File: src/srio_db_pkg.sv
/* Field codes, widths and header builders for the doorbell/NWRITE initiator.
   Headers follow the 64-bit logical-layer request layout; only ftype 0xA and 0x5 are built. */
package srio_db_pkg;

    localparam int DATA_W     = 64;
    localparam int KEEP_W     = 8;
    localparam int ADDR_W     = 34;
    localparam int USER_W     = 32;
    localparam int FIFO_DEPTH = 512;

    localparam logic [3:0] FTYPE_DOORBELL = 4'hA;
    localparam logic [3:0] FTYPE_NWRITE   = 4'h5;
    localparam logic [3:0] TTYPE_NWRITE   = 4'h4;
    localparam logic [1:0] REQ_PRIO       = 2'd1;

    localparam logic [15:0] DB_INFO_SELF_CHECK = 16'h0101;
    localparam logic [15:0] DB_INFO_READY      = 16'h0100;
    localparam logic [15:0] DB_INFO_BUSY       = 16'h01FF;
    localparam logic [15:0] DB_INFO_INTEG_BASE = 16'h0200;

    localparam logic [15:0]       RESP_SRC_ID        = 16'h00F0;
    localparam logic [ADDR_W-1:0] TARGET_ADDR_STRIDE = 34'h0010_0000;
    localparam int                TIMEOUT_CYCLES     = 1024;

    typedef logic [DATA_W-1:0] beat_t;

    typedef enum logic [1:0] {
        REQ_NONE,
        REQ_SELF_DB,
        REQ_NWR,
        REQ_INTEG_DB
    } req_kind_e;

    typedef enum logic [1:0] {
        ERR_NONE          = 2'd0,
        ERR_DB_NO_RESP    = 2'd1,
        ERR_INTEG_NO_RESP = 2'd2
    } err_type_e;

    // Doorbell with source TID 0 and zero ttype
    function automatic beat_t make_db_header(input logic [15:0] info);
        beat_t hdr;
        hdr          = '0;
        hdr[55:52]   = FTYPE_DOORBELL;
        hdr[46:45]   = REQ_PRIO;
        hdr[31:16]   = info;
        return hdr;
    endfunction

    function automatic beat_t make_nwr_header(input logic              tid,
                                              input logic [7:0]        size,
                                              input logic [ADDR_W-1:0] addr);
        beat_t hdr;
        hdr          = '0;
        hdr[63:56]   = {7'd0, tid};
        hdr[55:52]   = FTYPE_NWRITE;
        hdr[51:48]   = TTYPE_NWRITE;
        hdr[46:45]   = REQ_PRIO;
        hdr[43:36]   = size;
        hdr[33:0]    = addr;
        return hdr;
    endfunction

    // Integrity info is 0x0200 + n, n being the inverse of the TID bit
    function automatic logic [15:0] integ_db_info(input logic tid);
        return DB_INFO_INTEG_BASE + {15'd0, !tid};
    endfunction

endpackage

File: src/req_beat_builder.sv
/* One-beat output register on the request stream, held stable until tready.
   Expects req_kind_i to go through REQ_NONE between two requests. */
`timescale 1ns/1ps
module req_beat_builder (
    input  logic                           log_clk,
    input  logic                           log_rst,
    input  srio_db_pkg::req_kind_e         req_kind_i,
    input  logic                           txn_id_i,
    input  logic [15:0]                    src_id_i,
    input  logic [15:0]                    dest_id_i,
    input  logic                           head_valid_i,
    input  logic                           head_first_i,
    input  logic                           head_last_i,
    input  logic [srio_db_pkg::KEEP_W-1:0] head_keep_i,
    input  srio_db_pkg::beat_t             head_data_i,
    input  logic                           ireq_tready_i,
    output logic                           fifo_pop_o,
    output logic                           req_done_o,
    output logic                           ireq_tvalid_o,
    output logic                           ireq_tlast_o,
    output srio_db_pkg::beat_t             ireq_tdata_o,
    output logic [srio_db_pkg::KEEP_W-1:0] ireq_tkeep_o,
    output logic [srio_db_pkg::USER_W-1:0] ireq_tuser_o
);
    import srio_db_pkg::*;

    logic              last_loaded;
    logic              can_load;
    logic              load;
    logic              nxt_last;
    logic [KEEP_W-1:0] nxt_keep;
    beat_t             nxt_data;
    logic [ADDR_W-1:0] nwr_addr;

    // No new beat once the last one of the request is in the register
    assign can_load = (!ireq_tvalid_o || ireq_tready_i) && !last_loaded;
    assign nwr_addr = txn_id_i ? TARGET_ADDR_STRIDE : '0;

    always_comb begin
        load       = 1'b0;
        fifo_pop_o = 1'b0;
        nxt_last   = 1'b1;
        nxt_keep   = '1;
        nxt_data   = '0;
        case (req_kind_i)
            REQ_SELF_DB: begin
                load     = can_load;
                nxt_data = make_db_header(DB_INFO_SELF_CHECK);
            end
            REQ_INTEG_DB: begin
                load     = can_load;
                nxt_data = make_db_header(integ_db_info(txn_id_i));
            end
            REQ_NWR: begin
                load       = can_load && head_valid_i;
                fifo_pop_o = load;
                if (head_first_i) begin
                    // First entry carries the size byte, becomes the header
                    nxt_last = 1'b0;
                    nxt_data = make_nwr_header(txn_id_i, head_data_i[7:0], nwr_addr);
                end else begin
                    nxt_last = head_last_i;
                    nxt_keep = head_keep_i;
                    nxt_data = head_data_i;
                end
            end
            default: begin
                load = 1'b0;
            end
        endcase
    end

    always_ff @(posedge log_clk or posedge log_rst) begin
        if (log_rst) begin
            ireq_tvalid_o <= 1'b0;
            last_loaded   <= 1'b0;
        end else begin
            if (load) begin
                ireq_tvalid_o <= 1'b1;
            end else if (ireq_tready_i) begin
                ireq_tvalid_o <= 1'b0;
            end
            if (req_kind_i == REQ_NONE) begin
                last_loaded <= 1'b0;
            end else if (load && nxt_last) begin
                last_loaded <= 1'b1;
            end
        end
    end

    always_ff @(posedge log_clk) begin
        if (load) begin
            ireq_tlast_o <= nxt_last;
            ireq_tdata_o <= nxt_data;
            ireq_tkeep_o <= nxt_keep;
            ireq_tuser_o <= {src_id_i, dest_id_i};
        end
    end

    assign req_done_o = ireq_tvalid_o && ireq_tready_i && ireq_tlast_o;

endmodule

File: config.mk
export PLATFORM = sky130hd
export DESIGN_NAME = req_beat_builder
export DESIGN_NICKNAME = d
export VERILOG_FILES = /design/src/srio_db_pkg.sv /design/src/req_beat_builder.sv
export SDC_FILE = /design/constraint.sdc
export NUM_CORES = 1
export LEC_CHECK = 0
export ABC_AREA = 1
export BUFFER_PORTS_ARGS = -buffer_cell sky130_fd_sc_hd__buf_2
export CORE_AREA = 2 2 99 101
export DETAILED_ROUTE_END_ITERATION = 10
export DIE_AREA = 0 0 101 103
export GPL_ROUTABILITY_DRIVEN = 0
export GPL_TIMING_DRIVEN = 0
export PLACE_DENSITY = 0.74
export REMOVE_ABC_BUFFERS = 1
export SYNTH_ARGS = -nofsm -noshare
export SYNTH_HDL_FRONTEND = slang
export SYNTH_SLANG_ARGS = --single-unit
File: constraint.sdc
create_clock -name log_clk -period 8.03 [get_ports log_clk]
set_input_delay 1.606 -clock log_clk [delete_from_list [all_inputs] [get_ports log_clk]]
set_output_delay 1.606 -clock log_clk [all_outputs]
set_load 0.05 [all_outputs]
==> metrics.txt <==
global routing usage on met3=4.75%; CP Max Fanout=8; storage element area=0.00320 sq mm; overall die width=101 um; number of buffers inserted for hold repair after clock tree synthesis=0; vias in the first global route=2832; clock period minus final worst setup slack=4.37 ns; maximum number of pins on one net before global-route repair=52; worst slack, placed=3.67 ns; Critical Path End Type=output pin; number of rows in the core area=36; CTS max path bufs=2; proportion of synthesized chip area in sequential cells=80.4%; Critical Path RT=6.42 ns; nets=622; root buffer cell=clkbuf_8; post-synthesis cell area=0.00399 sq mm; total iterations of the first detailed-routing run=4; clock tree skew after final layout=0.00722 ns; worst setup slack after layout=3.66 ns; share of post-route cells with drive strength above 1=47.7%; total clock sinks=107; Initial Utilization=42.1%; signal arrival time at the worst endpoint=2.77 ns; type of the worst min-delay path=flop to flop; global-route met2 utilization=29.9%; Synth Area per Inst=13.8 sq um; Post-Route WL=9380 um; die height=103 um; pwr dens=312 mW/mm^2; post-synthesis cell type with the largest combined area=edfxtp_1; number of slew-limit violations in the final report=0; Cell variety after synth=20; cell with the largest stage delay on the worst path=nor2_1; Port-buffer cells=220; clock buffers created by TritonCTS=9; proportion of netlist area held by the largest area contributor=79.1%; clock slew seen by the registers of the worst setup and hold paths=0.10 ns; half-perimeter wire length after placement=6830 um; total gr overflow=0; most frequent cells after synthesis=edfxtp_1 (105), nand2_1 (67), nor2_1 (56); post-layout util=57.3%; fraction of registers with async set or reset after synthesis=1.87%; worst ir drop on vdd=120 uV; worst stage delay on the critical path=0.35 ns; maximum level of the CTS H-tree=3; fmax=229 MHz; final antenna-violating net count=0; PostCTS Resize Cnt=0; clock insertion delay at the later pin of the skew report=0.37 ns; setup repair after global routing missed its margin=no; final setup TNS=0 ns; CP delay by family, top=simple AND/OR/NAND/NOR gates; area used by multi-input combinational logic=668 sq um; wire length of the first global-routing pass=13600 um; max capacitance violation total=0; antenna violations before repair=0; TritonCTS clock tree=yes; area of the die=0.0104 sq mm; area growth from synthesis to layout=36.0%; post-route DRC violation count=0; EDFF count, synth=105; Gate Count Post-Synth=289; Worst setup SP type=input pin; crit-path cells=buf_2 -> inv_1 -> nor2_1 -> nand2_1 -> nor2_1 -> buf_2; critical path type=input pin to output pin; via density per instance=4.69; Finish-stage setup viols=0; Iteration-0 DRC Markers=92; fraction of the mapped netlist area in compound gates=2.67%; relative slew slack=45.0%; hold violation total from the final report=0; post-synthesis sequential element count=107; most crowded layer after global routing=met2; share of synthesized cell area in full adder, half adder and majority cells=0%; overall fraction of global-route tracks in use=17.3%; leakage component of the power=2.37 nW; run status=complete, no violations; Synth area leaders=edfxtp_1 (79%), nand2_1 (6.3%), nor2_1 (5.3%); met1 Resource Use GR=20.0%; total buffers and inverters traversed by the critical path=3; total number of vias=2950; # IOs=221; post-route clock period utilization=54.5%; synthesized-area fraction occupied by xor and xnor cells=0%; mux cell area share after synthesis=0%; share of synthesized cell area in and, or, nand and nor gates=13.9%; number of synthesis warnings=0; Worst Max-Slew Pin Slew=0.824 ns; Fillers=816; Routed WL per cell=14.9 um; most frequent cell after synthesis=edfxtp_1; main flop type after synthesis=edfxtp_1; area of the core=0.00946 sq mm; setup bufs post-CTS=0; combinational family with the most area after synthesis=simple AND/OR/NAND/NOR gates
-- area by class of cell --
class                      count  area share (%)
inverter                      11           0.785
tap                          114            2.63
clock buffer                   9            2.29
sequential                   107            59.1
timing repair buffer         223            21.6
clock inverter                 7            1.27
antenna                        1          0.0462
multi-input combinational    157            12.3
-- power breakdown --
group | leakage (nW) | total (mW) | internal [mW] | switching [mW]
combinational | 1.26 | 0.595 | 0.115 | 0.480
sequential | 1.01 | 0.776 | 0.749 | 0.0262
clock | 0.0966 | 0.323 | 0.143 | 0.179
-- sequential cells by signal, indices dropped and copies added, names as in the netlist --
signal,count
ireq_tdata_o,64
ireq_tkeep_o,8
ireq_tlast_o,1
ireq_tuser_o,32
ireq_tvalid_o,1
last_loaded,1
-- cells by family after synthesis --
group	Yosys count
simple gates	137
compound gates	20
buf+inv	25
flops	107
-- metal layers --
layer | vias to the layer above | routed length (um)
met3 | 16 | 767
met2 | 144 | 4810
met5 | - | 0
met4 | 0 | 189
li1 | 1421 | -
met1 | 1369 | 3620
-- final timing paths --
check / from / to / slack [ns] / cells after the start
setup / recovery: req_kind_i[1] / fifo_pop_o / 3.66 / 6
hold / removal: last_loaded / ireq_tvalid_o / 0.50 / 1
setup reg to reg: ireq_tvalid_o / ireq_tuser_o[17] / 5.92 / 5
hold reg to reg: last_loaded / ireq_tvalid_o / 0.50 / 1
max in group asynchronous: log_rst / ireq_tvalid_o / 6.85 / 2
min in group asynchronous: log_rst / last_loaded / 1.07 / 2
-- through the flow --
step                instances  hold WS, ns  power [mW]  area [sq um]
finish                    629        0.501        1.69          5420
floorplan                 275        0.458        1.24          3910
global placement          609        0.477        1.38          5150
global route              628        0.541        1.76          5420
detailed placement        612        0.483        1.39          5230
CTS                       628        0.498        1.71          5420
-- cell usage in the layout, fill, tap and decap left out, types with 2 or more instances in the layout --
cell	synthesis	final
a21o_1	2	2
a21oi_1	12	12
buf_12	0	2
buf_2	12	220
clkbuf_8	0	9
clkinv_2	1	3
clkinv_4	0	2
dfrtp_1	2	2
edfxtp_1	105	105
inv_1	8	8
inv_2	1	2
nand2_1	67	67
nand3_1	4	4
nor2_1	56	55
nor2_4	1	2
o21ai_0	5	5
or2_1	7	7
No activity file was read; power rests on OpenSTA's default activity.
