`src/srio_db_pkg.sv`:
```
/* Field codes, widths and header builders for the doorbell/NWRITE initiator.
   Headers follow the 64-bit logical-layer request layout; only ftype 0xA and 0x5 are built. */
package srio_db_pkg;

    localparam int DATA_W     = 64;
    localparam int KEEP_W     = 8;
    localparam int ADDR_W     = 34;
    localparam int USER_W     = 32;
    localparam int FIFO_DEPTH = 512;

    localparam logic [3:0] FTYPE_DOORBELL = 4'hA;
    localparam logic [3:0] FTYPE_NWRITE   = 4'h5;
    localparam logic [3:0] TTYPE_NWRITE   = 4'h4;
    localparam logic [1:0] REQ_PRIO       = 2'd1;

    localparam logic [15:0] DB_INFO_SELF_CHECK = 16'h0101;
    localparam logic [15:0] DB_INFO_READY      = 16'h0100;
    localparam logic [15:0] DB_INFO_BUSY       = 16'h01FF;
    localparam logic [15:0] DB_INFO_INTEG_BASE = 16'h0200;

    localparam logic [15:0]       RESP_SRC_ID        = 16'h00F0;
    localparam logic [ADDR_W-1:0] TARGET_ADDR_STRIDE = 34'h0010_0000;
    localparam int                TIMEOUT_CYCLES     = 1024;

    typedef logic [DATA_W-1:0] beat_t;

    typedef enum logic [1:0] {
        REQ_NONE,
        REQ_SELF_DB,
        REQ_NWR,
        REQ_INTEG_DB
    } req_kind_e;

    typedef enum logic [1:0] {
        ERR_NONE          = 2'd0,
        ERR_DB_NO_RESP    = 2'd1,
        ERR_INTEG_NO_RESP = 2'd2
    } err_type_e;

    // Doorbell with source TID 0 and zero ttype
    function automatic beat_t make_db_header(input logic [15:0] info);
        beat_t hdr;
        hdr          = '0;
        hdr[55:52]   = FTYPE_DOORBELL;
        hdr[46:45]   = REQ_PRIO;
        hdr[31:16]   = info;
        return hdr;
    endfunction

    function automatic beat_t make_nwr_header(input logic              tid,
                                              input logic [7:0]        size,
                                              input logic [ADDR_W-1:0] addr);
        beat_t hdr;
        hdr          = '0;
        hdr[63:56]   = {7'd0, tid};
        hdr[55:52]   = FTYPE_NWRITE;
        hdr[51:48]   = TTYPE_NWRITE;
        hdr[46:45]   = REQ_PRIO;
        hdr[43:36]   = size;
        hdr[33:0]    = addr;
        return hdr;
    endfunction

    // Integrity info is 0x0200 + n, n being the inverse of the TID bit
    function automatic logic [15:0] integ_db_info(input logic tid);
        return DB_INFO_INTEG_BASE + {15'd0, !tid};
    endfunction

endpackage

```
`src/db_nwr_sequencer.sv`:
```
/* Self-check and NWRITE transaction FSM; both requests need link_up_i in idle.
   Status and error outputs are registered, one cycle after the decoder or timer pulse. */
`timescale 1ns/1ps
module db_nwr_sequencer (
    input  logic                   log_clk,
    input  logic                   log_rst,
    input  logic                   link_up_i,
    input  logic                   self_check_i,
    input  logic                   nwr_req_i,
    input  logic                   req_done_i,
    input  logic                   resp_ready_i,
    input  logic                   resp_busy_i,
    input  logic                   resp_confirm_i,
    input  logic                   time_out_i,
    output srio_db_pkg::req_kind_e req_kind_o,
    output logic                   txn_id_o,
    output logic [15:0]            expected_info_o,
    output logic                   wait_en_o,
    output logic                   nwr_ready_o,
    output logic                   nwr_busy_o,
    output logic                   nwr_done_ack_o,
    output logic                   error_o,
    output srio_db_pkg::err_type_e error_type_o
);
    import srio_db_pkg::*;

    typedef enum logic [2:0] {
        S_IDLE,
        S_SELF_DB,
        S_SELF_WAIT,
        S_NWR,
        S_INTEG_DB,
        S_INTEG_WAIT
    } state_e;

    state_e state;

    assign wait_en_o       = (state == S_SELF_WAIT) || (state == S_INTEG_WAIT);
    assign expected_info_o = integ_db_info(txn_id_o);

    always_ff @(posedge log_clk or posedge log_rst) begin
        if (log_rst) begin
            state          <= S_IDLE;
            req_kind_o     <= REQ_NONE;
            txn_id_o       <= 1'b0;
            nwr_ready_o    <= 1'b0;
            nwr_busy_o     <= 1'b0;
            nwr_done_ack_o <= 1'b0;
            error_o        <= 1'b0;
            error_type_o   <= ERR_NONE;
        end else begin
            nwr_done_ack_o <= 1'b0;
            error_o        <= 1'b0;
            error_type_o   <= ERR_NONE;
            case (state)
                S_IDLE: begin
                    if (link_up_i && self_check_i) begin
                        state       <= S_SELF_DB;
                        req_kind_o  <= REQ_SELF_DB;
                        nwr_ready_o <= 1'b0;
                        nwr_busy_o  <= 1'b0;
                    end else if (link_up_i && nwr_req_i) begin
                        state      <= S_NWR;
                        req_kind_o <= REQ_NWR;
                    end
                end
                S_SELF_DB: begin
                    if (req_done_i) begin
                        state      <= S_SELF_WAIT;
                        req_kind_o <= REQ_NONE;
                    end
                end
                S_SELF_WAIT: begin
                    if (resp_ready_i) begin
                        state       <= S_IDLE;
                        nwr_ready_o <= 1'b1;
                    end else if (resp_busy_i) begin
                        state      <= S_IDLE;
                        nwr_busy_o <= 1'b1;
                    end else if (time_out_i) begin
                        state        <= S_IDLE;
                        error_o      <= 1'b1;
                        error_type_o <= ERR_DB_NO_RESP;
                    end
                end
                S_NWR: begin
                    if (req_done_i) begin
                        state      <= S_INTEG_DB;
                        req_kind_o <= REQ_NONE;
                    end
                end
                S_INTEG_DB: begin
                    // One idle cycle of REQ_NONE re-arms the builder
                    if (req_done_i) begin
                        state      <= S_INTEG_WAIT;
                        req_kind_o <= REQ_NONE;
                    end else if (req_kind_o == REQ_NONE) begin
                        req_kind_o <= REQ_INTEG_DB;
                    end
                end
                S_INTEG_WAIT: begin
                    if (resp_confirm_i) begin
                        state          <= S_IDLE;
                        nwr_done_ack_o <= 1'b1;
                        txn_id_o       <= !txn_id_o;
                    end else if (time_out_i) begin
                        state        <= S_IDLE;
                        error_o      <= 1'b1;
                        error_type_o <= ERR_INTEG_NO_RESP;
                    end
                end
                default: begin
                    state      <= S_IDLE;
                    req_kind_o <= REQ_NONE;
                end
            endcase
        end
    end

endmodule

```
`config.mk`:
```
export PLATFORM = sky130hd
export DESIGN_NAME = db_nwr_sequencer
export DESIGN_NICKNAME = d
export VERILOG_FILES = /design/src/srio_db_pkg.sv /design/src/db_nwr_sequencer.sv
export SDC_FILE = /design/constraint.sdc
export NUM_CORES = 1
export LEC_CHECK = 0
export BUFFER_PORTS_ARGS = -buffer_cell sky130_fd_sc_hd__buf_2
export CORE_ASPECT_RATIO = 1.25
export CORE_UTILIZATION = 40
export DETAILED_ROUTE_END_ITERATION = 6
export PLACE_DENSITY = 0.74
export SLEW_MARGIN = 20
export SYNTH_ARGS = -nofsm -noshare
export SYNTH_HDL_FRONTEND = slang
export SYNTH_SLANG_ARGS = --single-unit
```
`constraint.sdc`:
```
create_clock -name log_clk -period 1.37 [get_ports log_clk]
set_clock_uncertainty 0.1 [all_clocks]
set_input_delay 0.274 -clock log_clk [delete_from_list [all_inputs] [get_ports log_clk]]
set_output_delay 0.274 -clock log_clk [all_outputs]
set_load 0.01 [all_outputs]
```
==> metrics.md <==
| Metric | Value |
|---|---|
| Slowest stage cell, crit path | `dfrtp_2` |
| I/O pins | `36` |
| Die Y | `~50 µm` |
| DRT Pass-1 Iters | `5` |
| NetSw | `760 µW` |
| Post-route ant nets | `0` |
| Synth unique cells | `31` |
| Prevailing post-synth register cell | `dfrtp_1` |
| Maxcap violations | `0` |
| Fin worst setup slack | `-174 ps` |
| DR iter-0 viols | `12` |
| CTS Buf Count | `3` |
| Internal Pwr Total | `1140 µW` |
| Clock transition at the registers of the reported paths | `about 80 ps` |
| Status | `complete, but fails checks` |
| Flop pwr share | `~30%` |
| # port buffers | `20` |
| CTS sink count | `12` |
| Top cells by area, synth | `dfrtp_1 40%, buf_4 15%, nand2_1 3.5%, a21oi_1 3.4%, inv_1 3.0%` |
| Share of total power in combinational logic | `58.5%` |
| Synth Cell Area | `746 µm²` |
| Crit path time final | `between 1500 and 2000 ps` |
| PwrDens | `between 1500 and 2000 nW/µm²` |
| DR vias | `650` |
| Area grow syn2layout | `31.4%` |
| WS Path Type | `reg2out` |
| Clk_lat worst skew | `around 280 ps` |
| Mapped Avg Cell Area | `a little over 9 µm²` |
| Layout net count | `126` |
| Syn Inst Count | `81` |
| Fin util | `roughly 55%` |
| Die Area | `2040 µm²` |
| Sw frac | `39.9%` |
| Top-area cell type share of the netlist area | `between 40% and 50%` |
| FMAX | `648 MHz` |
| Sequential cell area | `~300 µm²` |
| Ys async rst share | `100%` |
| Final Hold Viols | `0` |
| Hpwl dp | `roughly 1100 µm` |
| Clk pwr share | `between 10% and 20%` |
| Commonest cells in the synthesized netlist | `15 x buf_4, 12 x dfrtp_1, 7 x nand2_1, 6 x inv_1, 6 x nor2_1` |
| CP Data Required Time | `1000 ps` |
| Failing checks | `setup timing` |
| Antenna violations before repair | `0` |
| Max clock buf depth | `2` |
| CP Max Fanout | `5` |
| CTS root buffer | `clkbuf_4` |
| DR vias/cell | `around 4.9` |
| Critical path, cell by cell | `buf_4 -> nand2_2 -> nand2_1 -> buf_2` |
| Vias in the first global route | `between 600 and 700` |
| GRT Total Usage | `between 10% and 20%` |
| VDD IR max | `between 0.9 and 1 mV` |
| Antenna diodes | `0` |
| Core Box Area | `roughly 1800 µm²` |
| CTS H-tree depth | `1` |
| CP delay by family, top | `flip-flops` |
| Final WL | `roughly 1600 µm` |
| Die width | `roughly 41 µm` |
| Max-slew violation count | `0` |
| Fraction of layout cells with a size suffix above 1 | `roughly 45%` |
| YS warnings | `0` |
| Routed len/inst | `between 10 and 15 µm` |
| Final setup viols | `5` |
| Fill count | `between 150 and 200` |
| Cell with the most instances after synthesis | `buf_4` |
| Sequential area share after synthesis | `40.3%` |
| Number of remaining DRC errors | `0` |
| RSZ-0062 raised after global routing | `true` |
| Static Leak | `around 0.00053 µW` |
| Max stage delay on crit path | `roughly 440 ps` |
| Register bit total from synthesis | `12` |
| Area of the multi-input gates | `roughly 390 µm²` |
| Largest net degree at the start of global routing | `13` |
| GR Overflow Total | `0` |
| Cell Rows | `17` |
| CP Launch Type | `flop` |
| Area leader, netlist | `dfrtp_1` |
| Tot Pwr | `~1900 µW` |
| Critical Path AT | `~1200 ps` |
| Buf/Inv on CP | `2` |
| Initial core utilization | `a little over two fifths` |
| RePlAce Congestion | `about 0.9` |
| EDFF count, synth | `0` |
| Crit end category | `primary output` |
| First-pass GRT wire length | `between 2000 and 3000 µm` |
| Final Cycle Share | `113%` |
| CTS tree | `done` |
| Worst Hold Class | `in2reg` |
path summary, 6_finish.rpt:
| path | slack, ps | end | depth (start not counted) | start |
|---|---|---|---|---|
| worst max-delay path | -170 | wait_en_o | 4 | state[0]$_DFFE_PP0P_ |
| worst min-delay path | 90 | error_type_o[0]$_DFF_PP0_ | 2 | resp_busy_i |
| worst max register to register | -140 | req_kind_o[0]$_DFFE_PP0P_ | 5 | state[2]$_DFFE_PP0P_ |
| worst min register to register | 440 | nwr_ready_o$_DFFE_PP0P_ | 2 | nwr_ready_o$_DFFE_PP0P_ |
| max in group asynchronous | 400 | state[2]$_DFFE_PP0P_ | 3 | log_rst |
| min in group asynchronous | 440 | nwr_done_ack_o$_DFF_PP0_ | 3 | log_rst |
logic make-up after synthesis:
kind of cell | after synthesis | share of synthesized area [%]
mux | 1 | 2.01
buf+inv | 23 | 20.3
other cells | 2 | 1.01
compound gates | 16 | 14.3
simple gates | 25 | 19.8
xor+xnor | 2 | 2.35
flops | 12 | 40.3
cell usage in the layout, fill, tap and decap left out, drive strengths merged, types with 2 or more instances in the layout:
cell type  instances
inv                6
nor3               2
nand2              7
conb              15
o21ai              3
nand3              2
clkbuf             3
nand3b             2
buf               33
nor2               6
a21oi              5
a22o               2
dfrtp             12
routing by layer:
| layer | vias to the layer above | GRT usage, % | part of all wire (%) |
|---|---|---|---|
| li1 | 312 | - | - |
| met4 | 0 | 11.1 | 1.6 |
| met3 | 2 | 3.10 | 4.6 |
| met2 | 30 | 30.7 | 53 |
| met5 | - | 0 | 0 |
| met1 | 306 | 21.2 | 41 |
power groups by stage:
stage	clock network (µW)	logic (µW)	registers, µW
floorplan	0	586	578
global placement	0	830	572
detailed placement	0	851	577
CTS	222	1060	562
global route	253	1220	586
finish	221	1110	568
per-stage QoR:
stage / TNS [ps] / cells / instance area, µm² / hold WS (ps) / setup WS [ps]
after CTS: -386 / 133 / 955 / 92.4 / -141
after floorplan: -13.6 / 94 / 808 / 38.7 / -13.6
final: -485 / 133 / 980 / 93.9 / -174
after global routing: -777 / 133 / 980 / 78.9 / -227
after detailed placement: -99.8 / 124 / 857 / 209 / -99.8
after global placement: -38.1 / 124 / 857 / 200 / -38.1
registers in the layout, summed over array words and instances (netlist names):
| name | count |
|---|---|
| state | 3 |
| error_type_o | 2 |
| req_kind_o | 2 |
| error_o | 1 |
| nwr_busy_o | 1 |
| nwr_done_ack_o | 1 |
| nwr_ready_o | 1 |
| txn_id_o | 1 |
repair_timing:
item                                   4_1_cts  5_1_grt
hold buffers                                 1        0
setup endpoints to repair                    2        6
pin swaps                                    2        3
gates resized for setup                      8        5
buffers inserted                             5        0
endpoints found under the hold margin       12        0
cloned                                       0        0
area by class of cell:
type	instances	share of cell area [%]
timing repair buffer	34	22.0
clock buffer	3	2.30
multi-input combinational	59	40.1
inverter	6	2.30
sequential	12	30.9
tap	19	2.43
No activity file was read; power rests on OpenSTA's default activity.
