### config.mk
export PLATFORM = sky130hd
export DESIGN_NAME = resp_timer
export DESIGN_NICKNAME = d
export VERILOG_FILES = /design/src/srio_db_pkg.sv /design/src/resp_timer.sv
export SDC_FILE = /design/constraint.sdc
export NUM_CORES = 1
export LEC_CHECK = 0
export CELL_PAD_IN_SITES_DETAIL_PLACEMENT = 0
export CELL_PAD_IN_SITES_GLOBAL_PLACEMENT = 1
export CORE_AREA = 2 2 39 41
export CTS_CLUSTER_SIZE = 24
export DETAILED_ROUTE_END_ITERATION = 10
export DIE_AREA = 0 0 41 43
export DONT_BUFFER_PORTS = 1
export PLACE_DENSITY_LB_ADDON = 0.12
export SETUP_SLACK_MARGIN = 0.02
export SYNTH_ARGS = -nofsm -noshare
export SYNTH_HDL_FRONTEND = slang
export SYNTH_SLANG_ARGS = --single-unit
### constraint.sdc
create_clock -name log_clk -period 1.28 [get_ports log_clk]
set_input_delay 0.064 -clock log_clk [delete_from_list [all_inputs] [get_ports log_clk]]
set_output_delay 0.064 -clock log_clk [all_outputs]
set_load 0.05 [all_outputs]
### src/srio_db_pkg.sv
/* Field codes, widths and header builders for the doorbell/NWRITE initiator.
   Headers follow the 64-bit logical-layer request layout; only ftype 0xA and 0x5 are built. */
package srio_db_pkg;

    localparam int DATA_W     = 64;
    localparam int KEEP_W     = 8;
    localparam int ADDR_W     = 34;
    localparam int USER_W     = 32;
    localparam int FIFO_DEPTH = 512;

    localparam logic [3:0] FTYPE_DOORBELL = 4'hA;
    localparam logic [3:0] FTYPE_NWRITE   = 4'h5;
    localparam logic [3:0] TTYPE_NWRITE   = 4'h4;
    localparam logic [1:0] REQ_PRIO       = 2'd1;

    localparam logic [15:0] DB_INFO_SELF_CHECK = 16'h0101;
    localparam logic [15:0] DB_INFO_READY      = 16'h0100;
    localparam logic [15:0] DB_INFO_BUSY       = 16'h01FF;
    localparam logic [15:0] DB_INFO_INTEG_BASE = 16'h0200;

    localparam logic [15:0]       RESP_SRC_ID        = 16'h00F0;
    localparam logic [ADDR_W-1:0] TARGET_ADDR_STRIDE = 34'h0010_0000;
    localparam int                TIMEOUT_CYCLES     = 1024;

    typedef logic [DATA_W-1:0] beat_t;

    typedef enum logic [1:0] {
        REQ_NONE,
        REQ_SELF_DB,
        REQ_NWR,
        REQ_INTEG_DB
    } req_kind_e;

    typedef enum logic [1:0] {
        ERR_NONE          = 2'd0,
        ERR_DB_NO_RESP    = 2'd1,
        ERR_INTEG_NO_RESP = 2'd2
    } err_type_e;

    // Doorbell with source TID 0 and zero ttype
    function automatic beat_t make_db_header(input logic [15:0] info);
        beat_t hdr;
        hdr          = '0;
        hdr[55:52]   = FTYPE_DOORBELL;
        hdr[46:45]   = REQ_PRIO;
        hdr[31:16]   = info;
        return hdr;
    endfunction

    function automatic beat_t make_nwr_header(input logic              tid,
                                              input logic [7:0]        size,
                                              input logic [ADDR_W-1:0] addr);
        beat_t hdr;
        hdr          = '0;
        hdr[63:56]   = {7'd0, tid};
        hdr[55:52]   = FTYPE_NWRITE;
        hdr[51:48]   = TTYPE_NWRITE;
        hdr[46:45]   = REQ_PRIO;
        hdr[43:36]   = size;
        hdr[33:0]    = addr;
        return hdr;
    endfunction

    // Integrity info is 0x0200 + n, n being the inverse of the TID bit
    function automatic logic [15:0] integ_db_info(input logic tid);
        return DB_INFO_INTEG_BASE + {15'd0, !tid};
    endfunction

endpackage

### src/resp_timer.sv
/* Pulses time_out_o after wait_en_i has been high for TIMEOUT_CYCLES cycles.
   Any low cycle on wait_en_i restarts the count. */
`timescale 1ns/1ps
module resp_timer (
    input  logic log_clk,
    input  logic log_rst,
    input  logic wait_en_i,
    output logic time_out_o
);
    import srio_db_pkg::*;

    logic [$clog2(TIMEOUT_CYCLES)-1:0] cnt;

    always_ff @(posedge log_clk or posedge log_rst) begin
        if (log_rst) begin
            cnt        <= '0;
            time_out_o <= 1'b0;
        end else if (wait_en_i) begin
            // Wraps to zero on the expiry cycle, so the pulse is single
            cnt        <= cnt + 1'b1;
            time_out_o <= (cnt == TIMEOUT_CYCLES - 1);
        end else begin
            cnt        <= '0;
            time_out_o <= 1'b0;
        end
    end

endmodule

==> results of run 1 <==
==> power groups by stage <==
stage / logic (W) / registers, W / clock network (W)
after CTS: 0.0000401 / 0.000362 / 0.000248
after floorplan: 0.0000211 / 0.000369 / 0
after detailed placement: 0.0000324 / 0.000368 / 0
after global routing: 0.0000462 / 0.000363 / 0.000268
final: 0.0000408 / 0.000363 / 0.000237
after global placement: 0.0000322 / 0.000368 / 0
==> kinds of logic after synthesis <==
| family | share of synthesized area [%] |
|---|---|
| fa+ha+maj | 2.55 |
| compound gates | 11.2 |
| xor+xnor | 5.36 |
| buf+inv | 2.30 |
| flops | 56.1 |
| simple gates | 22.4 |
==> final cells by class <==
cell class | instances | share of cell area, %
well taps | 16 | 3.15
repair buffers | 9 | 11.4
inverters | 3 | 1.77
flip-flops and latches | 11 | 43.3
clock buffers | 4 | 4.13
multi-input cells | 34 | 36.2
==> routing by layer <==
metal,up-vias,part of all wire [%],global-route usage [%]
met4,0,2.4,12.0
met3,4,2.4,3.14
met2,4,50,26.3
met1,201,45,17.7
li1,196,-,-
met5,-,0,0
==> state kept, by name, summed over array words and instances (netlist names) <==
signal / flops
cnt: 10
time_out_o: 1
==> stage by stage <==
stage / total power (W) / instance area [µm²] / hold slack [ns]
final: 0.000641 / 636 / 0.0320
after global routing: 0.000678 / 636 / 0.0520
after CTS: 0.000649 / 612 / 0.0208
after detailed placement: 0.000401 / 551 / -0.0270
after global placement: 0.000400 / 551 / -0.0422
after floorplan: 0.000390 / 493 / -0.0836
==> repair_timing <==
item / in CTS / in global routing
setup buffers: 2 / 0
gates cloned: 0 / 0
endpoints found under the hold margin: 13 / 0
hold buffers: 2 / 0
endpoints found under the setup margin: 3 / 5
gates resized for setup: 0 / 7
pin swaps: 3 / 1
==> final timing paths <==
kind | start | endpoint | slack [ns] | depth (start not counted)
max | cnt[0]$_DFF_PP0_ | cnt[8]$_DFF_PP0_ | -0.006 | 4
min | wait_en_i | cnt[9]$_DFF_PP0_ | 0.03 | 2
max reg2reg | cnt[0]$_DFF_PP0_ | cnt[8]$_DFF_PP0_ | -0.006 | 4
min reg2reg | cnt[0]$_DFF_PP0_ | cnt[0]$_DFF_PP0_ | 0.50 | 1
max in group asynchronous | log_rst | cnt[8]$_DFF_PP0_ | 0.78 | 2
min in group asynchronous | log_rst | cnt[9]$_DFF_PP0_ | 0.21 | 2
==> cells in the final DEF (no fill, tap or decap) <==
master and count:
nand2_2 1, nand3_2 1, or3_1 2, o21ai_1 1, clkinv_1 1, nand4_1 2, inv_1 2, o31ai_2 1
nand3_1 3, nand2_1 2, dlygate4sd3_1 2, buf_4 7, a21oi_2 2, nor2_1 4, ha_2 1, nor3_2 1
or4_1 1, xnor2_1 1, o31ai_1 1, clkbuf_4 3, or3_2 1, clkbuf_1 1, a21oi_1 3, dfrtp_1 11
and2_1 1, xor2_1 2, o21ai_0 2, or4_4 1
==> metrics.yaml, run 1 <==
crit_arrival_ns: 1.48
critPathTopFamily: "simple AND/OR/NAND/NOR gates"
status: "finished with violations"
ioPinCount: 4
syn_to_final_growth_pct: 29.6
worst_slack_ns: -0.00566
syn_area_um2: 490
die_w_um: 41
combPwrFrac_pct: 6.4
num-fill-cells: 134
rsz0062_at_grt: "yes"
ys.flop_type: "dfrtp_1"
final_cells: 77
hpwl_um: 744
crit_chain: "ha_2, nand4_1, or3_1, a21oi_2"
cts_root_buf: "clkbuf_4"
clk_pin_slew_ns: 0.07
violations: "setup timing"
vias_per_cell: 5.26
slew_violations: 0
syn_inst: 48
yosysSeqAreaShare_pct: 56.1
critical_path.slowest_cell: "dfrtp_1"
avgSynthCellArea_um2: 10.2
synth_cell_types: 19
synthArstFlopShare_pct: 100
fmax_mhz: 778
rows: 14
critical_path_required_ns: 1.47
synth_top_cell_by_area: "dfrtp_1"
p_leak_nw: 0.257
slew-limit-headroom_pct: 70.7
p_seq_share_pct: 56.6
dieHeight_um: 43
gp_congestion: 0.731
yosys_register_bits: 11
seq_area_um2: 275
cts_tree: "yes"
fin_util_pct: 45.9
max_stage_delay_ns: 0.41
synth_most_common_cell: "dfrtp_1"
cts_buffer_depth: 2
cts_made_buffers: 3
grt_pass1_vias: 439
critical_path.startpoint_type: "register"
synth_edf_count: 0
layout_min_cycle_time_ns: 1.29
end_kind: "register"
clk_latency_ns: 0.27
powerDensity_mw_per_mm2: 1010
ys_warn_count: 0
crit_fanout: 4
multi_input_area_um2: 230
fin_tns_setup_ns: -0.00566
yosys-top-cells-area: "dfrtp_1 56%, a21oi_1 5.1%, xor2_1 3.6%, nand3_1 3.1%, o21ai_0 3.1%"
io_buffers: 0
finalHoldViolCount: 0
h-tree-depth: 1
grt_pass1_wl_um: 1860
drtPass1Iterations: 2
finalNetCount: 66
finalCritPeriodShare_pct: 100
start_util_pct: 35.4
grt_usage_pct: 16.3
power_switching_w: 0.000148
p_sw_share_pct: 23.1
criticalPathCategory: "register to register"
internal_power_w: 0.000493
fin_skew_ns: 0.00590
routedWlPerCell_um: 13.5
place_ws_ns: 0.0155
grt_max_degree: 12
irDropWorstVdd_mv: 0.492
worstMarginPinSlew_ns: 0.439
synth_common_cells: "11 x dfrtp_1, 5 x a21oi_1, 4 x nor2_1"
cap_violations: 0
wl_um: 1040
syn_nets: 52
report.final.setup_viol: 1
antenna_found_initial: 0
die_area_mm2: 0.00176
antenna_cells: 0
drt_iter0_markers: 2
crit_buf_inv: 0
yosys.area.top_type_share_pct: 56.1
clkPwrFrac_pct: 37.0
grt_overflow: 0
antenna_left: 0
cts_sinks: 11
vias: 405
layout-drive-gt1-share_pct: 31.1
hold_path.class: "input port to register"
drc: 0
core_mm2: 0.00138
dp_cells: 69
(Power assumes the default switching activity.)
==> inputs of run 2 (changes only) <==
==> config.mk (replaced) <==
export PLATFORM = sky130hd
export DESIGN_NAME = resp_timer
export DESIGN_NICKNAME = d
export VERILOG_FILES = /design/src/srio_db_pkg.sv /design/src/resp_timer.sv
export SDC_FILE = /design/constraint.sdc
export NUM_CORES = 1
export LEC_CHECK = 0
export CELL_PAD_IN_SITES_DETAIL_PLACEMENT = 2
export CELL_PAD_IN_SITES_GLOBAL_PLACEMENT = 2
export CORE_UTILIZATION = 32
export CTS_CLUSTER_SIZE = 24
export DETAILED_ROUTE_END_ITERATION = 10
export DONT_BUFFER_PORTS = 1
export PLACE_DENSITY = 0.78
export SETUP_SLACK_MARGIN = 0.02
export SYNTH_ARGS = -nofsm -noshare
export SYNTH_HDL_FRONTEND = slang
export SYNTH_SLANG_ARGS = --single-unit
==> run 2 against run 1 <==
- the flow still finishes with violations (setup timing)
- die area fell by 4.0%
- non-clock buffer count rose by 9
- critical path depth did not move
- total power rose by 11%
- fmax fell by 11%
==> metrics.yaml, run 2 (same netlist as run 1, synthesis figures left out) <==
hpwl_um: 943
final_common_cell: "buf_4"
grt_usage_pct: 29.5
crit_fanout: 4
worstMarginPinSlew_ns: 0.467
finalNetCount: 75
grt_overflow: 0
cts_root_buf: "clkbuf_4"
syn_to_final_growth_pct: 52.6
io_buffers: 0
cts_buffer_depth: 2
timing.rr.end: "cnt[6]$_DFF_PP0_"
largest_reg_flops: 10
dp_cells: 70
clk_latency_ns: 0.30
fin_skew_ns: 0.00738
final_cells: 85
finalHoldViolCount: 0
cts_sinks: 11
drt_iter0_markers: 12
drc: 0
place_ws_ns: -0.145
cts_tree: "yes"
worst-path-stages: 4
clk_pin_slew_ns: 0.09
p_leak_nw: 0.330
critical_path.endpoint: "cnt[6]$_DFF_PP0_"
cap_violations: 0
critical_path.startpoint_type: "register"
vias_per_cell: 5.31
crit_buf_inv: 0
slew_violations: 0
slew-limit-headroom_pct: 68.9
crit_arrival_ns: 1.65
rsz0062_at_grt: "yes"
timing.rr.start: "cnt[0]$_DFF_PP0_"
drtPass1Iterations: 4
critPathTopFamily: "simple AND/OR/NAND/NOR gates"
critical_path.slowest_cell: "or3_4"
wl_met1_um: 893
dieHeight_um: 41.2
whs_ns: 0.0454
gp_congestion: 0.717
routed-wl-met3_um: 85
h-tree-depth: 1
rrSetupSlack_ns: -0.16
critical_path_required_ns: 1.50
finalCritPeriodShare_pct: 112
hold_path.class: "input port to register"
cts_made_buffers: 3
fmax_mhz: 695
routedWlPerCell_um: 23.2
criticalPathCategory: "register to register"
powerDensity_mw_per_mm2: 953
layout_min_cycle_time_ns: 1.44
top_layer: "met4"
grt_pass1_vias: 538
largest-register: "cnt"
core_mm2: 0.00137
rr_worst_depth: 4
report.final.setup_viol: 6
antenna_found_initial: 0
wl_um: 1970
hp-start: "wait_en_i"
num-fill-cells: 135
crit_chain: "ha_2, nand4_1, or3_4, a21oi_2"
vias: 451
antenna_left: 0
ioPinCount: 4
irDropWorstVdd_mv: 0.570
final_cell_mix: "15 x buf_4, 10 x dfrtp_1, 4 x nor2_1"
grt_pass1_wl_um: 2820
wl_met2_um: 976
layout-drive-gt1-share_pct: 50.0
end_kind: "register"
violations: "setup timing"
start_util_pct: 35.9
max_stage_delay_ns: 0.43
rows: 13
reg_top3: "cnt x10, time_out_o x1"
status: "finished with violations"
grt_max_degree: 12
die_area_mm2: 0.00169
die_w_um: 41.2
cp-startpoint: "cnt[0]$_DFF_PP0_"
antenna_cells: 0
fin_tns_setup_ns: -0.648
worst_slack_ns: -0.158
==> run 2: how the worst min path moves through the flow <==
stage / depth (start not counted) / slack (ns) / to
after floorplan: 1 / -0.08 / cnt[0]$_DFF_PP0_
after global placement: 1 / -0.05 / time_out_o$_DFF_PP0_
after detailed placement: 1 / -0.02 / time_out_o$_DFF_PP0_
after CTS: 2 / 0.05 / cnt[8]$_DFF_PP0_
after global routing: 2 / 0.06 / cnt[9]$_DFF_PP0_
final: 2 / 0.05 / cnt[9]$_DFF_PP0_
==> run 2: area by class of cell <==
cell class	count	area, µm²	area share, %
Sequential cell	11	277	37.0
Tap cell	15	18.8	2.51
Multi-Input combinational cell	34	272	36.3
Inverter	3	11.3	1.51
Timing Repair Buffer	18	144	19.2
Clock buffer	4	26.3	3.51
==> run 2: repair_timing <==
action                     CTS  global route
hold buffers                 2             0
pin swaps                    6            12
cloned                       0             0
setup endpoints to repair    5             7
setup buffers                8             2
resized for setup            4            14
hold endpoints to repair    13             0
==> run 2: per-stage QoR <==
stage	utilization (%)	power (W)	cell area, µm²
after floorplan	-	0.000390	493
after global placement	41.3	0.000403	564
after detailed placement	41.3	0.000408	564
after CTS	49.5	0.000675	677
after global routing	54.8	0.000728	748
final	54.8	0.000713	748
==> run 2: where the power goes <==
group,internal (W),switching [W],leakage (nW)
Sequential,0.000355,0.00000694,0.149
Clock,0.000122,0.000152,0.0150
Combinational,0.0000356,0.0000419,0.165
Total,0.000512,0.000201,0.330
==> run 2: per-layer routing <==
| metal | track usage (%) | vias to the layer above |
|---|---|---|
| met5 | 0 | - |
| met4 | 9.68 | 0 |
| met3 | 11.4 | 2 |
| met2 | 50.4 | 7 |
| met1 | 33.4 | 226 |
| li1 | - | 216 |
