## src/srio_db_pkg.sv

```systemverilog
/* Field codes, widths and header builders for the doorbell/NWRITE initiator.
   Headers follow the 64-bit logical-layer request layout; only ftype 0xA and 0x5 are built. */
package srio_db_pkg;

    localparam int DATA_W     = 64;
    localparam int KEEP_W     = 8;
    localparam int ADDR_W     = 34;
    localparam int USER_W     = 32;
    localparam int FIFO_DEPTH = 512;

    localparam logic [3:0] FTYPE_DOORBELL = 4'hA;
    localparam logic [3:0] FTYPE_NWRITE   = 4'h5;
    localparam logic [3:0] TTYPE_NWRITE   = 4'h4;
    localparam logic [1:0] REQ_PRIO       = 2'd1;

    localparam logic [15:0] DB_INFO_SELF_CHECK = 16'h0101;
    localparam logic [15:0] DB_INFO_READY      = 16'h0100;
    localparam logic [15:0] DB_INFO_BUSY       = 16'h01FF;
    localparam logic [15:0] DB_INFO_INTEG_BASE = 16'h0200;

    localparam logic [15:0]       RESP_SRC_ID        = 16'h00F0;
    localparam logic [ADDR_W-1:0] TARGET_ADDR_STRIDE = 34'h0010_0000;
    localparam int                TIMEOUT_CYCLES     = 1024;

    typedef logic [DATA_W-1:0] beat_t;

    typedef enum logic [1:0] {
        REQ_NONE,
        REQ_SELF_DB,
        REQ_NWR,
        REQ_INTEG_DB
    } req_kind_e;

    typedef enum logic [1:0] {
        ERR_NONE          = 2'd0,
        ERR_DB_NO_RESP    = 2'd1,
        ERR_INTEG_NO_RESP = 2'd2
    } err_type_e;

    // Doorbell with source TID 0 and zero ttype
    function automatic beat_t make_db_header(input logic [15:0] info);
        beat_t hdr;
        hdr          = '0;
        hdr[55:52]   = FTYPE_DOORBELL;
        hdr[46:45]   = REQ_PRIO;
        hdr[31:16]   = info;
        return hdr;
    endfunction

    function automatic beat_t make_nwr_header(input logic              tid,
                                              input logic [7:0]        size,
                                              input logic [ADDR_W-1:0] addr);
        beat_t hdr;
        hdr          = '0;
        hdr[63:56]   = {7'd0, tid};
        hdr[55:52]   = FTYPE_NWRITE;
        hdr[51:48]   = TTYPE_NWRITE;
        hdr[46:45]   = REQ_PRIO;
        hdr[43:36]   = size;
        hdr[33:0]    = addr;
        return hdr;
    endfunction

    // Integrity info is 0x0200 + n, n being the inverse of the TID bit
    function automatic logic [15:0] integ_db_info(input logic tid);
        return DB_INFO_INTEG_BASE + {15'd0, !tid};
    endfunction

endpackage

```

## src/resp_decoder.sv

```systemverilog
/* Accepts only doorbell responses whose tuser source ID is RESP_SRC_ID.
   Pulses come one cycle after the beat; unknown info values are dropped. */
`timescale 1ns/1ps
module resp_decoder (
    input  logic                           log_clk,
    input  logic                           log_rst,
    input  logic                           iresp_tvalid_i,
    input  srio_db_pkg::beat_t             iresp_tdata_i,
    input  logic [srio_db_pkg::USER_W-1:0] iresp_tuser_i,
    input  logic [15:0]                    expected_info_i,
    output logic                           resp_ready_o,
    output logic                           resp_busy_o,
    output logic                           resp_confirm_o
);
    import srio_db_pkg::*;

    logic [3:0]  resp_ftype;
    logic [15:0] resp_info;
    logic [15:0] resp_src;
    logic        resp_hit;

    assign resp_ftype = iresp_tdata_i[55:52];
    assign resp_info  = iresp_tdata_i[31:16];
    // Source ID sits in the upper half of tuser
    assign resp_src   = iresp_tuser_i[USER_W-1:16];
    assign resp_hit   = iresp_tvalid_i && (resp_ftype == FTYPE_DOORBELL)
                        && (resp_src == RESP_SRC_ID);

    always_ff @(posedge log_clk or posedge log_rst) begin
        if (log_rst) begin
            resp_ready_o   <= 1'b0;
            resp_busy_o    <= 1'b0;
            resp_confirm_o <= 1'b0;
        end else begin
            resp_ready_o   <= resp_hit && (resp_info == DB_INFO_READY);
            resp_busy_o    <= resp_hit && (resp_info == DB_INFO_BUSY);
            resp_confirm_o <= resp_hit && (resp_info == expected_info_i);
        end
    end

endmodule

```

## config.mk

```make
export PLATFORM = sky130hd
export DESIGN_NAME = resp_decoder
export DESIGN_NICKNAME = d
export VERILOG_FILES = /design/src/srio_db_pkg.sv /design/src/resp_decoder.sv
export SDC_FILE = /design/constraint.sdc
export NUM_CORES = 1
export LEC_CHECK = 0
export BUFFER_PORTS_ARGS = -buffer_cell sky130_fd_sc_hd__buf_2
export CORE_MARGIN = 10
export CORE_UTILIZATION = 21
export CTS_BUF_LIST = sky130_fd_sc_hd__clkbuf_4 sky130_fd_sc_hd__clkbuf_8
export DETAILED_ROUTE_END_ITERATION = 8
export GPL_ROUTABILITY_DRIVEN = 1
export HOLD_SLACK_MARGIN = 0.03
export PLACE_DENSITY_LB_ADDON = 0.05
export SLEW_MARGIN = 30
export SYNTH_ARGS = -nofsm -noshare
export SYNTH_HDL_FRONTEND = slang
export SYNTH_SLANG_ARGS = --single-unit
```

## constraint.sdc

```tcl
create_clock -name log_clk -period 1.46 [get_ports log_clk]
set_clock_uncertainty 0.15 [all_clocks]
set_input_delay 0.146 -clock log_clk [delete_from_list [all_inputs] [get_ports log_clk]]
set_output_delay 0.146 -clock log_clk [all_outputs]
set_load 0.05 [all_outputs]
```

==> metrics, run 1 <==
cell taking the most area after synthesis xor2_1; wire per inst 12.8 um; core area about 1700 um2; gr usage total 0.0823; fin crit period 1.22 ns; relative slew slack 0.788; top cell type's share of synthesized area 0.357; status completed; drt pass-1 iters 2; final layout net count 223; final setup vio count 0; Design Power 0.000376 W; drt drc 0; hold path depth 3; CP required 1.46 ns; Mean Syn Cell Area approximately 8.7 um2; Max-Cap Viols 0; Clock Sinks 3; P per Cell Area about 500 nW/um2; Min Hold Slack 0.0472 ns; critical path capture point type flip-flop; fin crit share 0.837; CTS Buf Count 3; first-pass GRT wire length 2770 um; Yosys reg bits 3; Synth cell types 14; post-synthesis sequential area ratio 0.191; synthesized area 393 um2; Syn Nets 160; number of I/O pins 118; routability cong. between 0.7 and 0.8; clock-pin slew of the registers on the worst-case setup and hold paths 0.04 ns; CTS root buffer clkbuf_4; P_leak about 0.40 nW; Routed Antenna Nets 0; final hold vios 0; Synth Instances 45; IO buf count 57; Post-CTS Repair Setup Buffers 0; Vias/cell about 4.3; Peak Freq 818 MHz; Ys Warns 0; DRT iter0 DRCs 12; Die Y 63.3 um; initial antenna violation count 0; Setup TNS Final 0 ns; crit path launch type primary input; num rows 15; largest net degree at the start of global routing 4; RSZ-0062 raised after global routing false; Max Buffers Root-to-Sink 2; Pins Over Slew Limit 0; Area contributors post-synth xor2_1 36%, dfrtp_1 19%, nor4_1 11%; Die W 63.3 um; share of cells above drive strength 1 0.598; Slew @ Worst Pin around 0.31 ns; dpl hpwl 1620 um; Area growth syn-to-layout 90.8%; Hold Path Class primary input to flip-flop; worst setup path category primary input to flip-flop; Peak VDD IR around 0.00022 V; commonest non-fill, non-tap cell in the layout buf_2; via count 571; commonest non-fill, non-tap cells in the layout 57 x buf_2, 16 x xor2_1, 7 x nor4_1; TritonCTS clock tree yes; number of diodes 0; Die Area between 4000 and 5000 um2; vias in the first global route 696; H-tree depth 1; Post-Route WL 1680 um; worst-path fanout max 2; grt total ovfl 0; Critical Path AT 1.22 ns; starting density of the core 0.225
per-layer routing:
layer  track usage  vias to the layer above  wire [um]
met4        0.0246                        0          0
li1              -                      296          -
met3        0.0583                        0        261
met1        0.0936                      234        780
met5             0                        -          0
met2         0.119                       41        643
synth_stat cells (all sizes together):
cell type	number
nor2b	1
nor2	2
nand4	5
nor4	8
dfrtp	3
or3	1
xor2	16
inv	1
nand2	2
nor3	3
nor4b	1
and4bb	2
through the flow:
stage,util,cell area (um2),worst slack [ns],instances
after detailed placement,0.406,709,0.00575,127
after floorplan,-,393,0.184,45
after CTS,0.429,749,0.238,132
final,0.429,749,0.238,132
after global placement,0.406,709,0.00576,127
after global routing,0.429,749,0.198,132
kinds of logic after synthesis:
kind of cell | synth area share
xor gates and xnor gates | 0.357
buffers and inverters | 0.00954
DFF | 0.191
and+or+nand+nor | 0.443
cell type report:
type / count / area [um2]
fillers: 197 / 996
multi-input cells: 41 / 314
repair buffers: 58 / 295
flip-flops and latches: 3 / 75.1
well taps: 25 / 31.3
clock buffers: 4 / 30.0
inverters: 1 / 3.75
what timing repair did:
item                      4_1_cts  5_1_grt
gates resized for setup         0        0
hold endpoints to repair        3        0
hold buffers                    1        0
report_power, final:
group	internal, W	switching, W	total [W]
combinational	0.0000793	0.0000544	0.000134
sequential	0.0000837	0.000000000000000403	0.0000837
clock	0.000121	0.0000377	0.000158
worst max-delay path, stage by stage:
cell	delay, ns
buf_2	0.11
nor4b_1	0.34
nand2_1	0.11
or3_4	0.34
nor3_2	0.17
flip-flops by register name, summed over array words and instances (netlist names):
name / count
resp_ready_o: 1
resp_confirm_o: 1
resp_busy_o: 1
final timing paths:
kind | start | to | slack [ns]
min in group asynchronous | log_rst | resp_ready_o | 0.17
hold / removal | iresp_tdata_i[53] | resp_confirm_o | 0.05
max in group asynchronous | log_rst | resp_confirm_o | 0.86
setup / recovery | iresp_tdata_i[25] | resp_busy_o | 0.24
Power figures use the tool's default switching activity.
==> run 2: changes to the inputs <==
--- a/config.mk
+++ b/config.mk
@@ -7,7 +7,7 @@
 export LEC_CHECK = 0
 export BUFFER_PORTS_ARGS = -buffer_cell sky130_fd_sc_hd__buf_2
 export CORE_MARGIN = 10
-export CORE_UTILIZATION = 21
+export CORE_UTILIZATION = 17
 export CTS_BUF_LIST = sky130_fd_sc_hd__clkbuf_4 sky130_fd_sc_hd__clkbuf_8
 export DETAILED_ROUTE_END_ITERATION = 8
 export GPL_ROUTABILITY_DRIVEN = 1
==> constraint.sdc (replaced) <==
create_clock -name log_clk -period 1.1 [get_ports log_clk]
set_clock_uncertainty 0.15 [all_clocks]
set_input_delay 0.11 -clock log_clk [delete_from_list [all_inputs] [get_ports log_clk]]
set_output_delay 0.11 -clock log_clk [all_outputs]
set_load 0.05 [all_outputs]
==> run 2 against run 1 <==
Worst setup slack worse by 0.20 ns. Final area is 15% higher. Global-route usage is 0.47 points lower. Sequential share of layout area is 1.3 points lower.
==> metrics, run 2 (synthesis results as in run 1) <==
status completed (unchanged); P_sw 0.000157 W (was 0.0000921 W); Die Area 4630 um2 (was 4000 um2); num rows 17 (was 15); Post-CTS Hold Buffers 1 (unchanged); Design Power 0.000561 W (was 0.000376 W); first-pass GRT wire length 2710 um (was 2770 um); gr usage total 0.0776 (was 0.0823); relative slew slack 0.822 (was 0.788); Post-CTS Repair Setup Buffers 0 (unchanged); Net Sw Frac 0.280 (was 0.245); fin crit period 1.07 ns; worst setup path category primary input to flip-flop (unchanged); largest registers resp_busy_o: 1 flops, resp_confirm_o: 1 flops, resp_ready_o: 1 flops (unchanged); final setup vio count 0 (unchanged); wire per inst 13.8 um (was 12.8 um); Power Internal 0.000403 W (was 0.000284 W); Clock Sinks 3 (unchanged); DRT iter0 DRCs 6 (was 12); Max Buffers Root-to-Sink 2 (unchanged); commonest non-fill, non-tap cell in the layout buf_2 (unchanged); Area growth syn-to-layout 120% (was 90.8%); dpl hpwl 1800 um (was 1620 um); Peak VDD IR 0.000200 V (was 0.000217 V); Post-Route WL 1970 um (was 1680 um); Max-Cap Viols 0 (unchanged); Setup TNS Final 0 ns (unchanged); final layout net count 231 (was 223); critical path capture point type flip-flop (unchanged); worst-path fanout max 2 (unchanged); core area 2210 um2 (was 1750 um2); Vias/cell 4.31 (was 4.33); Comb pwr share 0.397 (was 0.356); starting density of the core 0.178 (was 0.225); Sequential Power Share 0.198 (was 0.223); RSZ-0062 raised after global routing true (was false); number of diodes 0 (unchanged); CTS root buffer clkbuf_4 (unchanged); post-route cell area 865 um2 (was 749 um2); Critical Path AT 1.08 ns (was 1.22 ns); Hold Path Class primary input to flip-flop (unchanged); crit path launch type primary input (unchanged); drt drc 0 (unchanged); P_leak 0.441 nW (was 0.395 nW); P per Cell Area 648 nW/um2 (was 501 nW/um2); share of cells above drive strength 1 0.661 (was 0.598); routability cong. 0.738 (was 0.702); fin crit share 0.968; TritonCTS clock tree yes (unchanged); Die W 68.1 um (was 63.3 um); Pins Over Slew Limit 0 (unchanged); largest net degree at the start of global routing 4 (unchanged); CTS Buf Count 3 (unchanged); Min Hold Slack 0.00270 ns (was 0.0472 ns); Peak Freq about 940 MHz; number of I/O pins 118 (unchanged); clock-pin slew of the registers on the worst-case setup and hold paths 0.04 ns (about the same); commonest non-fill, non-tap cells in the layout 53 x buf_2, 16 x xor2_1, 9 x buf_4 (was 57 x buf_2, 16 x xor2_1, 7 x nor4_1); via count 616 (was 571); Die Y 68.1 um (was 63.3 um); IO buf count 57 (unchanged); final hold vios 0 (unchanged); drt pass-1 iters 4 (was 2); Clock power frac 0.405 (was 0.421); Post-Route Utilization 0.391 (was 0.429); CP required 1.11 ns (was 1.46 ns); Slew @ Worst Pin 0.264 ns (was 0.314 ns); final-layout fill cell count 261 (was 197); grt total ovfl 0 (unchanged); vias in the first global route 682 (was 696); Routed Antenna Nets 0 (unchanged); H-tree depth 1 (unchanged); initial antenna violation count 0 (unchanged); Cell Area, Placed 779 um2 (was 709 um2)
-- run 2: final cells by class --
cell class                      instances  area [um2]  share of cell area
Tap cell                               28        35.0              0.0405
Timing Repair Buffer                   66         373               0.431
Multi-Input combinational cell         41         348               0.402
Inverter                                1        3.75             0.00434
Clock buffer                            4        30.0              0.0347
Sequential cell                         3        75.1              0.0868
-- run 2: power by group through the flow --
stage	combinational [W]	clock [W]	sequential, W
final	0.000223	0.000227	0.000111
after global routing	0.000244	0.000243	0.000111
after CTS	0.000207	0.000235	0.000111
after detailed placement	0.000203	0	0.000112
after global placement	0.000202	0	0.000112
after floorplan	0.0000562	0	0.000112
-- run 2: worst max-delay path, cell delays in order --
cell     delay (ns)
buf_2          0.11
nor4_1         0.28
nand2_1        0.09
or3_4          0.38
nor3_2         0.11
-- run 2: per-layer routing --
metal | vias up | global-route usage | part of all wire | routed length [um]
met3 | 5 | 0.0343 | 0.10 | 198
met2 | 37 | 0.121 | 0.45 | 887
met4 | 0 | 0.0377 | 0.015 | 30
met1 | 264 | 0.0888 | 0.43 | 857
met5 | - | 0 | 0 | 0
li1 | 310 | - | - | -
-- run 2: timing repair --
| action | CTS | global route |
|---|---|---|
| endpoints found under the setup margin | 0 | 5 |
| endpoints found under the hold margin | 4 | 1 |
| gates resized for setup | 0 | 9 |
-- run 2: path summary, 6_finish.rpt --
| kind | from | to | slack, ns | depth (start not counted) |
|---|---|---|---|---|
| min in group asynchronous | log_rst | resp_busy_o | 0.13 | 3 |
| max | iresp_tdata_i[28] | resp_busy_o | 0.03 | 5 |
| max in group asynchronous | log_rst | resp_confirm_o | 0.55 | 3 |
| min | iresp_tdata_i[53] | resp_confirm_o | 0.003 | 3 |
-- run 2: per-stage QoR --
step,instances,worst slack [ns]
detailed placement,138,-0.241
CTS,143,0.00860
global route,143,-0.0216
global placement,138,-0.256
finish,143,0.0347
floorplan,45,-0.0244
==> run 3: changes to the inputs <==
==> constraint.sdc (replaced) <==
create_clock -name log_clk -period 1.1 [get_ports log_clk]
set_clock_uncertainty 0.15 [all_clocks]
set_input_delay 0.11 -clock log_clk [delete_from_list [all_inputs] [get_ports log_clk]]
set_output_delay 0.11 -clock log_clk [all_outputs]
set_load 0.01 [all_outputs]
==> run 3 against run 2 <==
Sequential power is essentially flat. Critical path type unchanged. Clock-buffer cell count unchanged. Maximum frequency about the same. First-iteration DRC count grew 17%.
==> metrics, run 3 (synthesis results as in run 1) <==
status completed (unchanged); Die Y 68.1 um (unchanged); commonest non-fill, non-tap cells in the layout 55 x buf_2, 16 x xor2_1, 8 x buf_4 (was 53 x buf_2, 16 x xor2_1, 9 x buf_4); clock-pin slew of the registers on the worst-case setup and hold paths 0.04 ns (about the same); final cell count without fillers 143 (unchanged); first-pass GRT wire length 2710 um (unchanged); Max Buffers Root-to-Sink 2 (unchanged); Post-Place Cells 138 (unchanged); initial antenna violation count 0 (unchanged); largest registers resp_busy_o: 1 flops, resp_confirm_o: 1 flops, resp_ready_o: 1 flops (unchanged); Worst path slowest cell or3_4 (unchanged); CP Buf/Inv Count 1 (unchanged); gr usage total 0.0776 (unchanged); core area 2210 um2 (unchanged); Post-CTS Hold Buffers 1 (unchanged); final setup vio count 0 (unchanged); Slew @ Worst Pin 0.264 ns (unchanged); Clock Sinks 3 (unchanged); TritonCTS clock tree yes (unchanged); wire per inst 13.8 um (about the same); final layout net count 231 (unchanged); Routed Antenna Nets 0 (unchanged); critical path capture point type flip-flop (unchanged); CTS root buffer clkbuf_4 (unchanged); post-route cell area 860 um2 (was 865 um2); num rows 17 (unchanged); fin crit period 1.07 ns (about the same); crit path from iresp_tdata_i[28] (unchanged); Crit path largest cell delay 0.38 ns (about the same); grt total ovfl 0 (unchanged); CP Cell Sequence buf_2 -> nor4_1 -> nand2_1 -> or3_4 -> nor3_2 (unchanged); drt pass-1 iters 3 (was 4); Setup TNS Final 0 ns (unchanged); DRT iter0 DRCs 7 (was 6); dpl hpwl 1800 um (unchanged); Cell Area, Placed 779 um2 (unchanged); Post-Route Utilization 0.389 (was 0.391); Vias/cell 4.29 (was 4.31); IO buf count 57 (unchanged); Worst Min Path Start iresp_tdata_i[53] (unchanged); Max-Cap Viols 0 (unchanged); delay-heaviest family, CP simple AND/OR/NAND/NOR gates (unchanged); starting density of the core 0.178 (unchanged); Hold Path Class primary input to flip-flop (unchanged); Peak VDD IR 0.000200 V (about the same); Die Area 4630 um2 (unchanged); worst setup path category primary input to flip-flop (unchanged); P per Cell Area 652 nW/um2 (was 648 nW/um2); commonest non-fill, non-tap cell in the layout buf_2 (unchanged); largest net degree at the start of global routing 4 (unchanged); final hold vios 0 (unchanged); share of cells above drive strength 1 0.661 (unchanged); crit path launch type primary input (unchanged); vias in the first global route 682 (unchanged); Die W 68.1 um (unchanged); number of diodes 0 (unchanged); Post-Route WL 1970 um (about the same); number of I/O pins 118 (unchanged); worst-path fanout max 2 (unchanged); H-tree depth 1 (unchanged); Area growth syn-to-layout 119% (was 120%); Min Hold Slack 0.00258 ns (was 0.00270 ns); drt drc 0 (unchanged); Pins Over Slew Limit 0 (unchanged); Critical Path AT 1.08 ns (about the same); RSZ-0062 raised after global routing true (unchanged); Peak Freq 939 MHz (about the same); relative slew slack 0.822 (unchanged); via count 614 (was 616); fin crit share 0.968 (about the same); CP required 1.11 ns (about the same); CTS Buf Count 3 (unchanged); P_leak 0.442 nW (was 0.441 nW); routability cong. 0.738 (unchanged)
-- run 3: cell types whose count changed in the layout (fill, tap and decap cells not counted), sizes merged --
cell | before | now
clkbuf | 5 | 4
buf | 64 | 65
-- run 3: repair_timing --
action,CTS,global route
setup endpoints to repair,0,3
hold endpoints to repair,4,1
gates resized for setup,0,6
setup buffers,0,0
-- run 3: path summary, 6_finish.rpt --
kind | endpoint | slack [ns] | depth (start not counted)
worst max-delay path | resp_busy_o | 0.03 | 5
worst min-delay path | resp_confirm_o | 0.003 | 3
max in group asynchronous | resp_confirm_o | 0.55 | 3
min in group asynchronous | resp_busy_o | 0.13 | 3
-- run 3: routing by layer --
layer / GRT usage / wire (um)
met1: 0.0888 / 860
met2: 0.121 / 884
met3: 0.0343 / 198
met4: 0.0377 / 30
met5: 0 / 0
-- run 3: layout make-up --
cell class	instances	area, um2
Timing Repair Buffer	66	368
Tap cell	28	35.0
Inverter	1	3.75
Multi-Input combinational cell	41	348
Fill cell	263	1350
Sequential cell	3	75.1
Clock buffer	4	30.0
-- run 3: tightest hold or removal path, delay by kind of cell --
kind,cells,cell delay [ns]
buffers and inverters,1,0.10
and+or+nand+nor,2,0.14
-- run 3: report_power, final --
part                  switching (W)  total, W  internal, W  leakage (nW)
clock network             0.0000659  0.000227     0.000161        0.0184
registers      0.000000000000000708  0.000111     0.000111        0.0419
logic                     0.0000913  0.000223     0.000131         0.382
total                      0.000157  0.000561     0.000403         0.442
-- run 3: per-stage QoR --
step                setup WS, ns  power, W
finish                    0.0348  0.000561
global route             -0.0216  0.000598
CTS                       0.0110  0.000553
detailed placement        -0.241  0.000315
global placement          -0.256  0.000314
floorplan                -0.0244  0.000169
